`config.mk`:
```
export PLATFORM = sky130hd
export DESIGN_NAME = ntm_inverter_top
export DESIGN_NICKNAME = d
export VERILOG_FILES = /design/src/ntm_pkg.sv /design/src/ntm_scalar_inverter.sv /design/src/ntm_vector_inverter.sv /design/src/ntm_inverter_top.sv
export VERILOG_INCLUDE_DIRS = /design/src
export SDC_FILE = /design/constraint.sdc
export NUM_CORES = 1
export LEC_CHECK = 0
export BUFFER_PORTS_ARGS = -buffer_cell sky130_fd_sc_hd__clkbuf_2
export CORE_MARGIN = 2
export CORE_UTILIZATION = 50
export CTS_CLUSTER_SIZE = 40
export DETAILED_ROUTE_END_ITERATION = 10
export GPL_ROUTABILITY_DRIVEN = 0
export GPL_TIMING_DRIVEN = 1
export HOLD_SLACK_MARGIN = 0.05
export PLACE_DENSITY = 0.76
export SLEW_MARGIN = 20
export SYNTH_ARGS = -nofsm -noshare
export SYNTH_HDL_FRONTEND = slang
export SYNTH_SLANG_ARGS = --single-unit
```
`constraint.sdc`:
```
create_clock -name CLK -period 38.2 [get_ports CLK]
set_input_delay 5.73 -clock CLK [delete_from_list [all_inputs] [get_ports CLK]]
set_output_delay 5.73 -clock CLK [all_outputs]
set_load 0.01 [all_outputs]
```
`src/ntm_cfg.svh`:
```
`ifndef NTM_CFG_SVH
`define NTM_CFG_SVH

////////////////////////////////////////////////////////////
// Vector modular inverter build constants
////////////////////////////////////////////////////////////

// Width of element values and moduli
`define NTM_DATA_SIZE 16

// Width of vector length and element index
`define NTM_INDEX_SIZE 8

// Worst-case scalar inverter latency, START to READY
// Each binary Euclid step shrinks u*v by at least half,
// so 2*DATA_SIZE steps cover any operand pair, plus
// the load and result cycles and some slack
`define NTM_STEP_BOUND (2 * `NTM_DATA_SIZE + 4)

`endif

```
`src/ntm_pkg.sv`:
```
`include "ntm_cfg.svh"

package ntm_pkg;

  ////////////////////////////////////////////////////////////
  // Stream payloads
  ////////////////////////////////////////////////////////////

  // One vector element with its own modulus
  typedef struct packed {
    logic [`NTM_DATA_SIZE-1:0] modulo;
    logic [`NTM_DATA_SIZE-1:0] value;
  } ntm_elem_t;

  // One inverse result
  // no_inverse set for gcd != 1 or modulo below 2,
  // value is then forced to zero
  typedef struct packed {
    logic                      no_inverse;
    logic [`NTM_DATA_SIZE-1:0] value;
  } ntm_result_t;

  ////////////////////////////////////////////////////////////
  // Sequencer FSM
  ////////////////////////////////////////////////////////////

  // IDLE         waiting for START
  // WAIT_ELEM    ELEM_REQ high, waiting for host element
  // WAIT_SCALAR  element handed to scalar inverter
  typedef enum logic [1:0] {
    IDLE,
    WAIT_ELEM,
    WAIT_SCALAR
  } ntm_seq_state_t;

endpackage

```
`src/ntm_scalar_inverter.sv`:
```
`timescale 1ns/10ps
`include "ntm_cfg.svh"

module ntm_scalar_inverter
  import ntm_pkg::*;
#(
  parameter int DATA_SIZE = `NTM_DATA_SIZE
) (
  input  logic        CLK,
  input  logic        RST,
  input  logic        START,
  input  ntm_elem_t   ELEM_IN,
  output logic        READY,
  output ntm_result_t RESULT
);

  // Coefficients of the modulus may go negative
  localparam int SW = DATA_SIZE + 3;

  ////////////////////////////////////////////////////////////
  // State
  ////////////////////////////////////////////////////////////

  logic busy_q;

  // Operands x (value mod y) and y (modulus)
  logic [DATA_SIZE-1:0] x_q;
  logic [DATA_SIZE-1:0] y_q;

  // Working pair, u = a*x + b*y and v = c*x + d*y
  // a and c stay in 0..y-1
  logic [DATA_SIZE-1:0] u_q;
  logic [DATA_SIZE-1:0] v_q;
  logic [DATA_SIZE-1:0] a_q;
  logic [DATA_SIZE-1:0] c_q;
  logic signed [SW-1:0] b_q;
  logic signed [SW-1:0] d_q;

  ////////////////////////////////////////////////////////////
  // Step datapath
  ////////////////////////////////////////////////////////////

  logic                 small_mod;
  logic [DATA_SIZE-1:0] load_x;
  logic                 u_one;
  logic                 v_one;
  logic                 dead;
  logic                 done;
  logic                 side;
  logic                 sub;
  logic [DATA_SIZE-1:0] w;
  logic [DATA_SIZE-1:0] wa;
  logic signed [SW-1:0] wb;
  logic [DATA_SIZE:0]   a_dif;
  logic [DATA_SIZE:0]   a_sum;
  logic signed [SW-1:0] x_s;
  logic signed [SW-1:0] wb_cor;
  logic [DATA_SIZE-1:0] w_h;
  logic [DATA_SIZE-1:0] wa_h;
  logic signed [SW-1:0] wb_h;

  // Modulus 0 or 1 collapses the pair to 0/0, caught as dead
  assign small_mod = (ELEM_IN.modulo < 2);
  assign load_x    = small_mod ? '0 : ELEM_IN.value % ELEM_IN.modulo;

  // End of run decode
  assign u_one = (u_q == 1);
  assign v_one = (v_q == 1);
  // Zero leaves gcd in the other one, both even means gcd even
  assign dead  = (u_q == 0) || (v_q == 0) || (!u_q[0] && !v_q[0]);
  assign done  = u_one || v_one || dead;

  always_comb begin
    x_s  = $signed({3'b000, x_q});
    // Both odd: subtract smaller from larger, then halve
    sub  = u_q[0] && v_q[0];
    // side 1 updates v, otherwise u
    side = u_q[0] && (!v_q[0] || (u_q < v_q));
    a_dif = '0;
    if (sub) begin
      if (side) begin
        w     = v_q - u_q;
        a_dif = {1'b0, c_q} - {1'b0, a_q};
        wb    = d_q - b_q;
      end else begin
        w     = u_q - v_q;
        a_dif = {1'b0, a_q} - {1'b0, c_q};
        wb    = b_q - d_q;
      end
      wa = a_dif[DATA_SIZE-1:0];
      // Borrow: fold y into the x coefficient, x out of the y one
      if (a_dif[DATA_SIZE]) begin
        wa = wa + y_q;
        wb = wb - x_s;
      end
    end else begin
      w  = side ? v_q : u_q;
      wa = side ? c_q : a_q;
      wb = side ? d_q : b_q;
    end
    // Halve, adding (y, -x) first when a coefficient is odd
    a_sum  = {1'b0, wa} + {1'b0, y_q};
    wb_cor = wb - x_s;
    w_h    = w >> 1;
    if (!wa[0] && !wb[0]) begin
      wa_h = wa >> 1;
      wb_h = wb >>> 1;
    end else begin
      wa_h = a_sum[DATA_SIZE:1];
      wb_h = wb_cor >>> 1;
    end
  end

  ////////////////////////////////////////////////////////////
  // Control and result
  ////////////////////////////////////////////////////////////

  always_ff @(posedge CLK or posedge RST) begin
    if (RST) begin
      busy_q <= 1'b0;
      READY  <= 1'b0;
      RESULT <= '0;
    end else begin
      READY <= 1'b0;
      if (!busy_q) begin
        // START while busy falls through here unseen
        busy_q <= START;
      end else if (done) begin
        busy_q            <= 1'b0;
        READY             <= 1'b1;
        RESULT.no_inverse <= !(u_one || v_one);
        RESULT.value      <= u_one ? a_q : (v_one ? c_q : '0);
      end
    end
  end

  // Operand load and one Euclid step per clock
  always_ff @(posedge CLK) begin
    if (!busy_q && START) begin
      x_q <= load_x;
      y_q <= ELEM_IN.modulo;
      u_q <= load_x;
      v_q <= small_mod ? '0 : ELEM_IN.modulo;
      a_q <= 1;
      b_q <= '0;
      c_q <= '0;
      d_q <= 1;
    end else if (busy_q && !done) begin
      if (side) begin
        v_q <= w_h;
        c_q <= wa_h;
        d_q <= wb_h;
      end else begin
        u_q <= w_h;
        a_q <= wa_h;
        b_q <= wb_h;
      end
    end
  end

  // Single-cycle READY pulse
  assert property (@(posedge CLK) disable iff (RST) READY |=> !READY)
    else $error("scalar READY held for two cycles");

  // Latency bound from an accepted START
  assert property (@(posedge CLK) disable iff (RST)
    (START && !busy_q) |-> ##[1:`NTM_STEP_BOUND] READY)
    else $error("scalar inverter exceeded step bound");

endmodule

```
`src/ntm_vector_inverter.sv`:
```
`timescale 1ns/10ps
`include "ntm_cfg.svh"

module ntm_vector_inverter
  import ntm_pkg::*;
#(
  parameter int DATA_SIZE  = `NTM_DATA_SIZE,
  parameter int INDEX_SIZE = `NTM_INDEX_SIZE
) (
  input  logic                  CLK,
  input  logic                  RST,
  input  logic                  START,
  input  logic [INDEX_SIZE-1:0] SIZE_IN,
  input  logic                  ELEM_VALID,
  input  ntm_elem_t             ELEM_IN,
  output logic                  ELEM_REQ,
  output logic                  READY,
  output logic                  RESULT_VALID,
  output ntm_result_t           RESULT
);

  ////////////////////////////////////////////////////////////
  // Sequencer state
  ////////////////////////////////////////////////////////////

  ntm_seq_state_t state_q;

  // Element index and index of last element
  logic [INDEX_SIZE-1:0] count_q;
  logic [INDEX_SIZE-1:0] last_q;

  // Element held for the scalar unit
  ntm_elem_t elem_q;

  // Scalar inverter handshake
  logic        scalar_start;
  logic        scalar_ready;
  ntm_result_t scalar_result;

  // Request straight from state, rises with RESULT_VALID
  assign ELEM_REQ = (state_q == WAIT_ELEM);

  ////////////////////////////////////////////////////////////
  // FSM
  ////////////////////////////////////////////////////////////

  always_ff @(posedge CLK or posedge RST) begin
    if (RST) begin
      state_q      <= IDLE;
      count_q      <= '0;
      last_q       <= '0;
      scalar_start <= 1'b0;
      READY        <= 1'b0;
      RESULT_VALID <= 1'b0;
      RESULT       <= '0;
    end else begin
      // Pulses by default
      scalar_start <= 1'b0;
      READY        <= 1'b0;
      RESULT_VALID <= 1'b0;
      case (state_q)
        IDLE: begin
          if (START) begin
            count_q <= '0;
            // Zero length runs one element
            last_q  <= (SIZE_IN == 0) ? '0 : SIZE_IN - 1'b1;
            state_q <= WAIT_ELEM;
          end
        end
        WAIT_ELEM: begin
          // Scalar unit starts on every element
          if (ELEM_VALID) begin
            scalar_start <= 1'b1;
            state_q      <= WAIT_SCALAR;
          end
        end
        WAIT_SCALAR: begin
          if (scalar_ready) begin
            RESULT       <= scalar_result;
            RESULT_VALID <= 1'b1;
            if (count_q == last_q) begin
              READY   <= 1'b1;
              state_q <= IDLE;
            end else begin
              count_q <= count_q + 1'b1;
              state_q <= WAIT_ELEM;
            end
          end
        end
        default: begin
          state_q <= IDLE;
        end
      endcase
    end
  end

  // Element capture
  always_ff @(posedge CLK) begin
    if (ELEM_REQ && ELEM_VALID) begin
      elem_q <= ELEM_IN;
    end
  end

  ////////////////////////////////////////////////////////////
  // Scalar inverter
  ////////////////////////////////////////////////////////////

  ntm_scalar_inverter #(
    .DATA_SIZE(DATA_SIZE)
  ) u_scalar_inverter (
    .CLK(CLK),
    .RST(RST),
    .START(scalar_start),
    .ELEM_IN(elem_q),
    .READY(scalar_ready),
    .RESULT(scalar_result)
  );

  // No element requested while the scalar unit is launched or finishing
  assert property (@(posedge CLK) disable iff (RST)
    ELEM_REQ |-> !(scalar_start || scalar_ready))
    else $error("element requested during scalar run");

  // Vector done only alongside its last result
  assert property (@(posedge CLK) disable iff (RST) READY |-> RESULT_VALID)
    else $error("READY without RESULT_VALID");

endmodule

```
`src/ntm_inverter_top.sv`:
```
`timescale 1ns/10ps
`include "ntm_cfg.svh"

module ntm_inverter_top
  import ntm_pkg::*;
#(
  parameter int DATA_SIZE  = `NTM_DATA_SIZE,
  parameter int INDEX_SIZE = `NTM_INDEX_SIZE
) (
  input  logic                  CLK,
  input  logic                  RST,
  // Vector control
  input  logic                  START,
  input  logic [INDEX_SIZE-1:0] SIZE_IN,
  output logic                  READY,
  // Element stream in
  input  logic                  ELEM_VALID,
  input  ntm_elem_t             ELEM_IN,
  output logic                  ELEM_REQ,
  // Result stream out
  output logic                  RESULT_VALID,
  output ntm_result_t           RESULT
);

  ////////////////////////////////////////////////////////////
  // Vector inverter, no extra registers at this level
  ////////////////////////////////////////////////////////////

  ntm_vector_inverter #(
    .DATA_SIZE(DATA_SIZE),
    .INDEX_SIZE(INDEX_SIZE)
  ) u_vector_inverter (
    .CLK(CLK),
    .RST(RST),
    .START(START),
    .SIZE_IN(SIZE_IN),
    .ELEM_VALID(ELEM_VALID),
    .ELEM_IN(ELEM_IN),
    .ELEM_REQ(ELEM_REQ),
    .READY(READY),
    .RESULT_VALID(RESULT_VALID),
    .RESULT(RESULT)
  );

endmodule

```
## Yosys cells after proc, flatten, opt, wreduce, memory -nomap -nowiden

Cells that the tools add are included.

- $add $sub $neg: 12
- Div/mod/pow operators: 1
- Order comparisons: 2
- Eq/ne operators: 10
- Mux-type cells: 46
- Bitwise operators: 1
- Reduce and logical (&&, ||, !) cells: 35

Operators with widths:

| cell | number |
|---|---|
| two-way mux 16 bit | 17 |
| two-way mux 19 bit | 6 |
| subtractor 19 x 17 -> 19 bit | 2 |
| subtractor 19 bit | 2 |
| two-way mux 17 bit | 2 |
| subtractor 16 x 16 -> 17 bit | 2 |
| == test 16 x 1 -> 1 bit, second input constant | 2 |
| zero test 16 bit | 2 |
| two-way mux 8 bit | 4 |
| subtractor 16 bit | 2 |
| adder 16 x 16 -> 17 bit | 1 |
| adder 16 bit | 1 |
| < comparator 16 bit | 1 |
| < comparator 16 x 2 -> 1 bit, second input constant | 1 |
| remainder unit 16 x 16 -> 16 bit | 1 |
| one-hot mux 8 bit (2 select lines) | 1 |
| AND reduction 2 bit | 7 |
| two-way mux 1 bit | 12 |
| adder 8 x 1 -> 8 bit, second input constant | 1 |
| == test 8 bit | 1 |
| zero test 8 bit | 1 |
| != test 2 bit, second input constant | 4 |
| subtractor 8 x 1 -> 8 bit, second input constant | 1 |
| logical AND 1 bit | 7 |
| other kinds (12) | 26 |

- Flip-flop bits (word level): 223
- Input port bits: 44
- Output and inout bits: 20
- Word-level logic and storage cells: 129

## Longest topological paths before layout

- Depth after elaboration: 11
- Depth in mapped cells: 135
- Mapped depth without buffers: 125

## Hierarchy

From an unflattened synthesis, not the netlist that was laid out.

- Cell total of the unflattened synthesis: 3094
- Area total of the unflattened synthesis: 24018.0 um^2

By module, submodules not included:

| module | instances | cells each | area each (um^2) | sequential area each (um^2) |
|---|---|---|---|---|
| ntm_scalar_inverter | 1 | 2867 | 21257.9 | 3758.6 |
| ntm_vector_inverter | 1 | 227 | 2760.1 | 1911.8 |

## Worst setup path after synthesis

Ideal clock, no wire load.

- Path type: register to register
- Start point: register u_vector_inverter.elem_q[31] (netlist bit)
- End point: register u_vector_inverter.u_scalar_inverter.u_q[12], data pin
- Setup time: 0.256 ns
- Arrival time: 27.400 ns
- Required time: 37.944 ns
- Slack: 10.544 ns
- Cell stages (with the launch flop): 128
- Path buffers: 13
- Period minus slack after synthesis: 27.656 ns
- Cells stage by stage: edfxtp_1 > or4_1 > buf_6 > nor4_4 > and2_1 > clkbuf_1 > clkbuf_1 > a21oi_1 > ha_1 > o21a_1 > nor2_1 > nor4_4 > mux2i_1 > inv_1 > ha_1 > o21a_1 > o21ai_0 > a211oi_1 > (+92 left out) > a31o_2 > o211ai_1 > a31o_2 > clkbuf_1 > buf_1 > a21oi_1 > ha_1 > a21o_1 > a21oi_1 > o21bai_1 > a21oi_1 > nand2b_1 > a31oi_1 > o211ai_1 > a21oi_1 > clkbuf_1 > nand2_1 > a31o_2

- Longest elaborated chain between the ends: 3
- Elaborated cells on any way between the ends: 4
- Those cells by class: 1 x div; 1 x order compare; 2 x mux

RTL lines:

| what | RTL line | source |
|---|---|---|
| from (decl) | ntm_vector_inverter.sv:33 | `ntm_elem_t elem_q;` |
| from (signal assigned) | ntm_vector_inverter.sv:100 | `elem_q <= ELEM_IN;` |
| remainder unit 16 x 16 -> 16 bit / < comparator 16 x 2 -> 1 bit (equally long branches) | ntm_scalar_inverter.sv:64, ntm_scalar_inverter.sv:63 |  |
| two-way mux 16 bit (*) | ntm_scalar_inverter.sv:64 | `assign load_x = small_mod ? '0 : ELEM_IN.value % ELEM_IN.modulo;` |
| two-way mux 16 bit (*) | ntm_scalar_inverter.sv:139 | `if (!busy_q && START) begin` |
| to (signal assigned) | ntm_scalar_inverter.sv:142 | `u_q <= load_x;` |
| to (signal assigned) | ntm_scalar_inverter.sv:154 | `u_q <= w_h;` |
| to (decl) | ntm_scalar_inverter.sv:32 | `logic [DATA_SIZE-1:0] u_q;` |

Mark *: on every way between the ends. The rest lies on a longest branch, timed or not.
A chain may end at the register's enable or synchronous reset.

## Worst setup path in the final report

- Start point: register u_vector_inverter.elem_q[31] (netlist bit)
- End point: register u_vector_inverter.u_scalar_inverter.u_q[5], data pin

The elaborated chain is that of the path after synthesis.

==> reports/results.ini <==
[floorplanning]
row_count = 81
core_mm2 = 0.04915
fp.dieW_um = 227.5
chipHeight_um = 227.5
num_io_pins = 64
die_area_mm2 = 0.05177
start_util_pct = 50.82

[synthesis]
synth_edf_count = 96
yosys_warnings = 0
synth-seq-cells = 221
synth_compound_area_share_pct = 27.55
async_flop_share_pct = 25.79
ys_seq_area_share_pct = 22.70
synth_mux_area_share_pct = 3.862
synth_xor_area_share_pct = 5.645
syn_area_mm2 = 0.02498
synthSimpleGateAreaFrac_pct = 18.96
synth_top_family_by_area = compound AO/OA/AOI/OAI gates
yosys_most_used_dff = edfxtp_1
netlist_instances = 3188
avgSynthCellArea_um2 = 7.836
yosys-top-cells-area = ha_1, edfxtp_1, dfrtp_1
synthesis.nets = 3540
synth.distinct_cells = 94
synth_top_cell_by_area = ha_1
synthAdderAreaFrac_pct = 15.76
synth.top_cell.area_share_pct = 14.88

[sta]
max-slew-margin-rel_pct = 33.23
skew_ps = 14.89
rsz0062_at_grt = false
setup_tns_ps = 0
min_period_ps = 32790
worst_slew_pin_slew_ps = 976.3
setup_viol = 0
maxSlewViolCount = 0
post-route-period-util_pct = 85.85
max_clock_freq_mhz = 30.49
hold_slack_ps = 474.7
hold_viol_final = 0

[setup_path]
crit_path_max_incr_delay_ps = 810
cp.arrival_ps = 33090
critPathTopFamily = compound AO/OA/AOI/OAI gates
cp_max_fo = 26
critPathSlowestCell = or4_1
worstPathRequired_ps = 38500
cp-end-kind = register
worstSetupPathType = reg -> reg
cp-start-kind = register
cp_common_cell = o21a_1
crit_buf_inv = 2

[layout]
layout_common_cells = ha_1, nand2_1, a21oi_1
diodes = 0
fin_cells = 3864
final_net_count = 3532
final_util_pct = 54.39
fill_cells = 4569
seq_area_mm2 = 0.005670
final_common_cell = ha_1
multi_input_comb_area_mm2 = 0.01796
layout-drive-gt1-share_pct = 7.656
syn_to_final_growth_pct = 7.027

[grt]
grt_max_degree = 58
grt_first_pass_wirelength_um = 120900
grt_pass1_vias = 22670
overflow = 0
gr-usage-all-layers_pct = 29.30
antenna_found_initial = 2

[route]
wirelength_um = 77160
route.detailed.drc = 0
via_per_inst = 6.363
met3_length_um = 7369
via_count = 24590
routed-wl-met2_um = 33770
ant_nets = 0
routedWlPerCell_um = 19.97
drtIter0Drc = 2339
dr.pass1.iters = 6
m1WireLength_um = 32320
dr.max_layer_used = met5

[cts]
cts_buffer_depth = 3
hold_buffers = 0
clkSinkCount = 221
cts_resized = 0
clk_pin_slew_ps = 60
htreeDepth = 1
root_buffer = clkbuf_16
cts_made_buffers = 27
cts_tree = built
post_cts_buffers = 0
clkLatencyLatePin_ps = 590

[place]
dpl.hpwl_um = 58370
portBuffers = 63
dp_cells = 3815

[flow_run]
drv_cap = 0

[hold_path]
hold_path_class = reg -> reg

[outcome]
status = finished, final reports clean

==> synth_stat cells (all sizes together) (11+ instances only) <==
master,count
a211o,11
a211oi,55
a21boi,16
a21o,110
a21oi,252
a31oi,63
and2,24
and3,26
buf,18
clkbuf,113
dfrtp,57
dfxtp,68
edfxtp,96
fa,11
ha,297
inv,228
mux2,32
mux2i,60
nand2,289
nand2b,23
nand3,96
nand4,28
nor2,242
nor2b,30
nor3,109
nor4,24
o211ai,37
o21a,76
o21ai,239
o21bai,19
o22ai,30
o31ai,27
or2,24
or3,41
xnor2,102
xor2,59
==> area by class of cell <==
class / count / area share (%)
Sequential cell: 221 / 21.21
Clock inverter: 18 / 0.5896
Timing Repair Buffer: 94 / 2.050
Clock buffer: 31 / 2.635
Inverter: 231 / 3.243
Multi-Input combinational cell: 2605 / 67.17
Tap cell: 664 / 3.107
==> worst paths after layout <==
path	startpoint	endpoint	slack, ps	cells after the start
setup / recovery	u_vector_inverter.elem_q[31]	u_vector_inverter.u_scalar_inverter.u_q[5]	5410	116
hold / removal	u_vector_inverter.u_scalar_inverter.RESULT[12]	u_vector_inverter.u_scalar_inverter.RESULT[12]	470	2
setup reg to reg	u_vector_inverter.elem_q[31]	u_vector_inverter.u_scalar_inverter.u_q[5]	5410	116
hold reg to reg	u_vector_inverter.u_scalar_inverter.RESULT[12]	u_vector_inverter.u_scalar_inverter.RESULT[12]	470	2
max in group asynchronous	RST	u_vector_inverter.u_scalar_inverter.RESULT[8]	32410	3
min in group asynchronous	RST	u_vector_inverter.last_q[6]	5310	3
==> cell families after synthesis <==
family                   count (synthesis)
AO/OA/AOI/OAI                         1053
AND/OR/NAND/NOR                        991
buffers and inverters                  362
adder cells (fa/ha/maj)                308
flip-flops                             221
XOR/XNOR                               161
multiplexers                            92
==> registers in the layout, indices dropped and copies added (netlist names), 17 cells and up <==
name                                        flops
u_vector_inverter.elem_q                       32
u_vector_inverter.RESULT                       17
u_vector_inverter.u_scalar_inverter.RESULT     17
u_vector_inverter.u_scalar_inverter.b_q        18
u_vector_inverter.u_scalar_inverter.d_q        18
==> through the flow <==
| stage | area [um2] | setup slack (ps) |
|---|---|---|
| 4_1_cts | 26730 | 6022 |
| 3_5_place_dp | 25870 | 6188 |
| 6_report | 26740 | 5407 |
| 5_1_grt | 26740 | 2851 |
| 3_3_place_gp | 25870 | 7301 |
| 2_1_floorplan | 24980 | 10540 |
==> layer usage <==
layer  vias to the layer above  global-route usage, %
met3                       241                  4.466
met2                      1203                  46.67
met1                     11440                  39.34
li1                      11700                      -
met5                         -                      0
met4                         2                  12.84
==> tightest hold or removal path: stages (launching register included) <==
cell and delay, ps:
dfrtp_1 340, nand2_1 40, o21ai_0 60
Power is left out: the tool's default activity adds up to more than one toggle a clock period on the data nets, which glitch-free logic cannot reach.
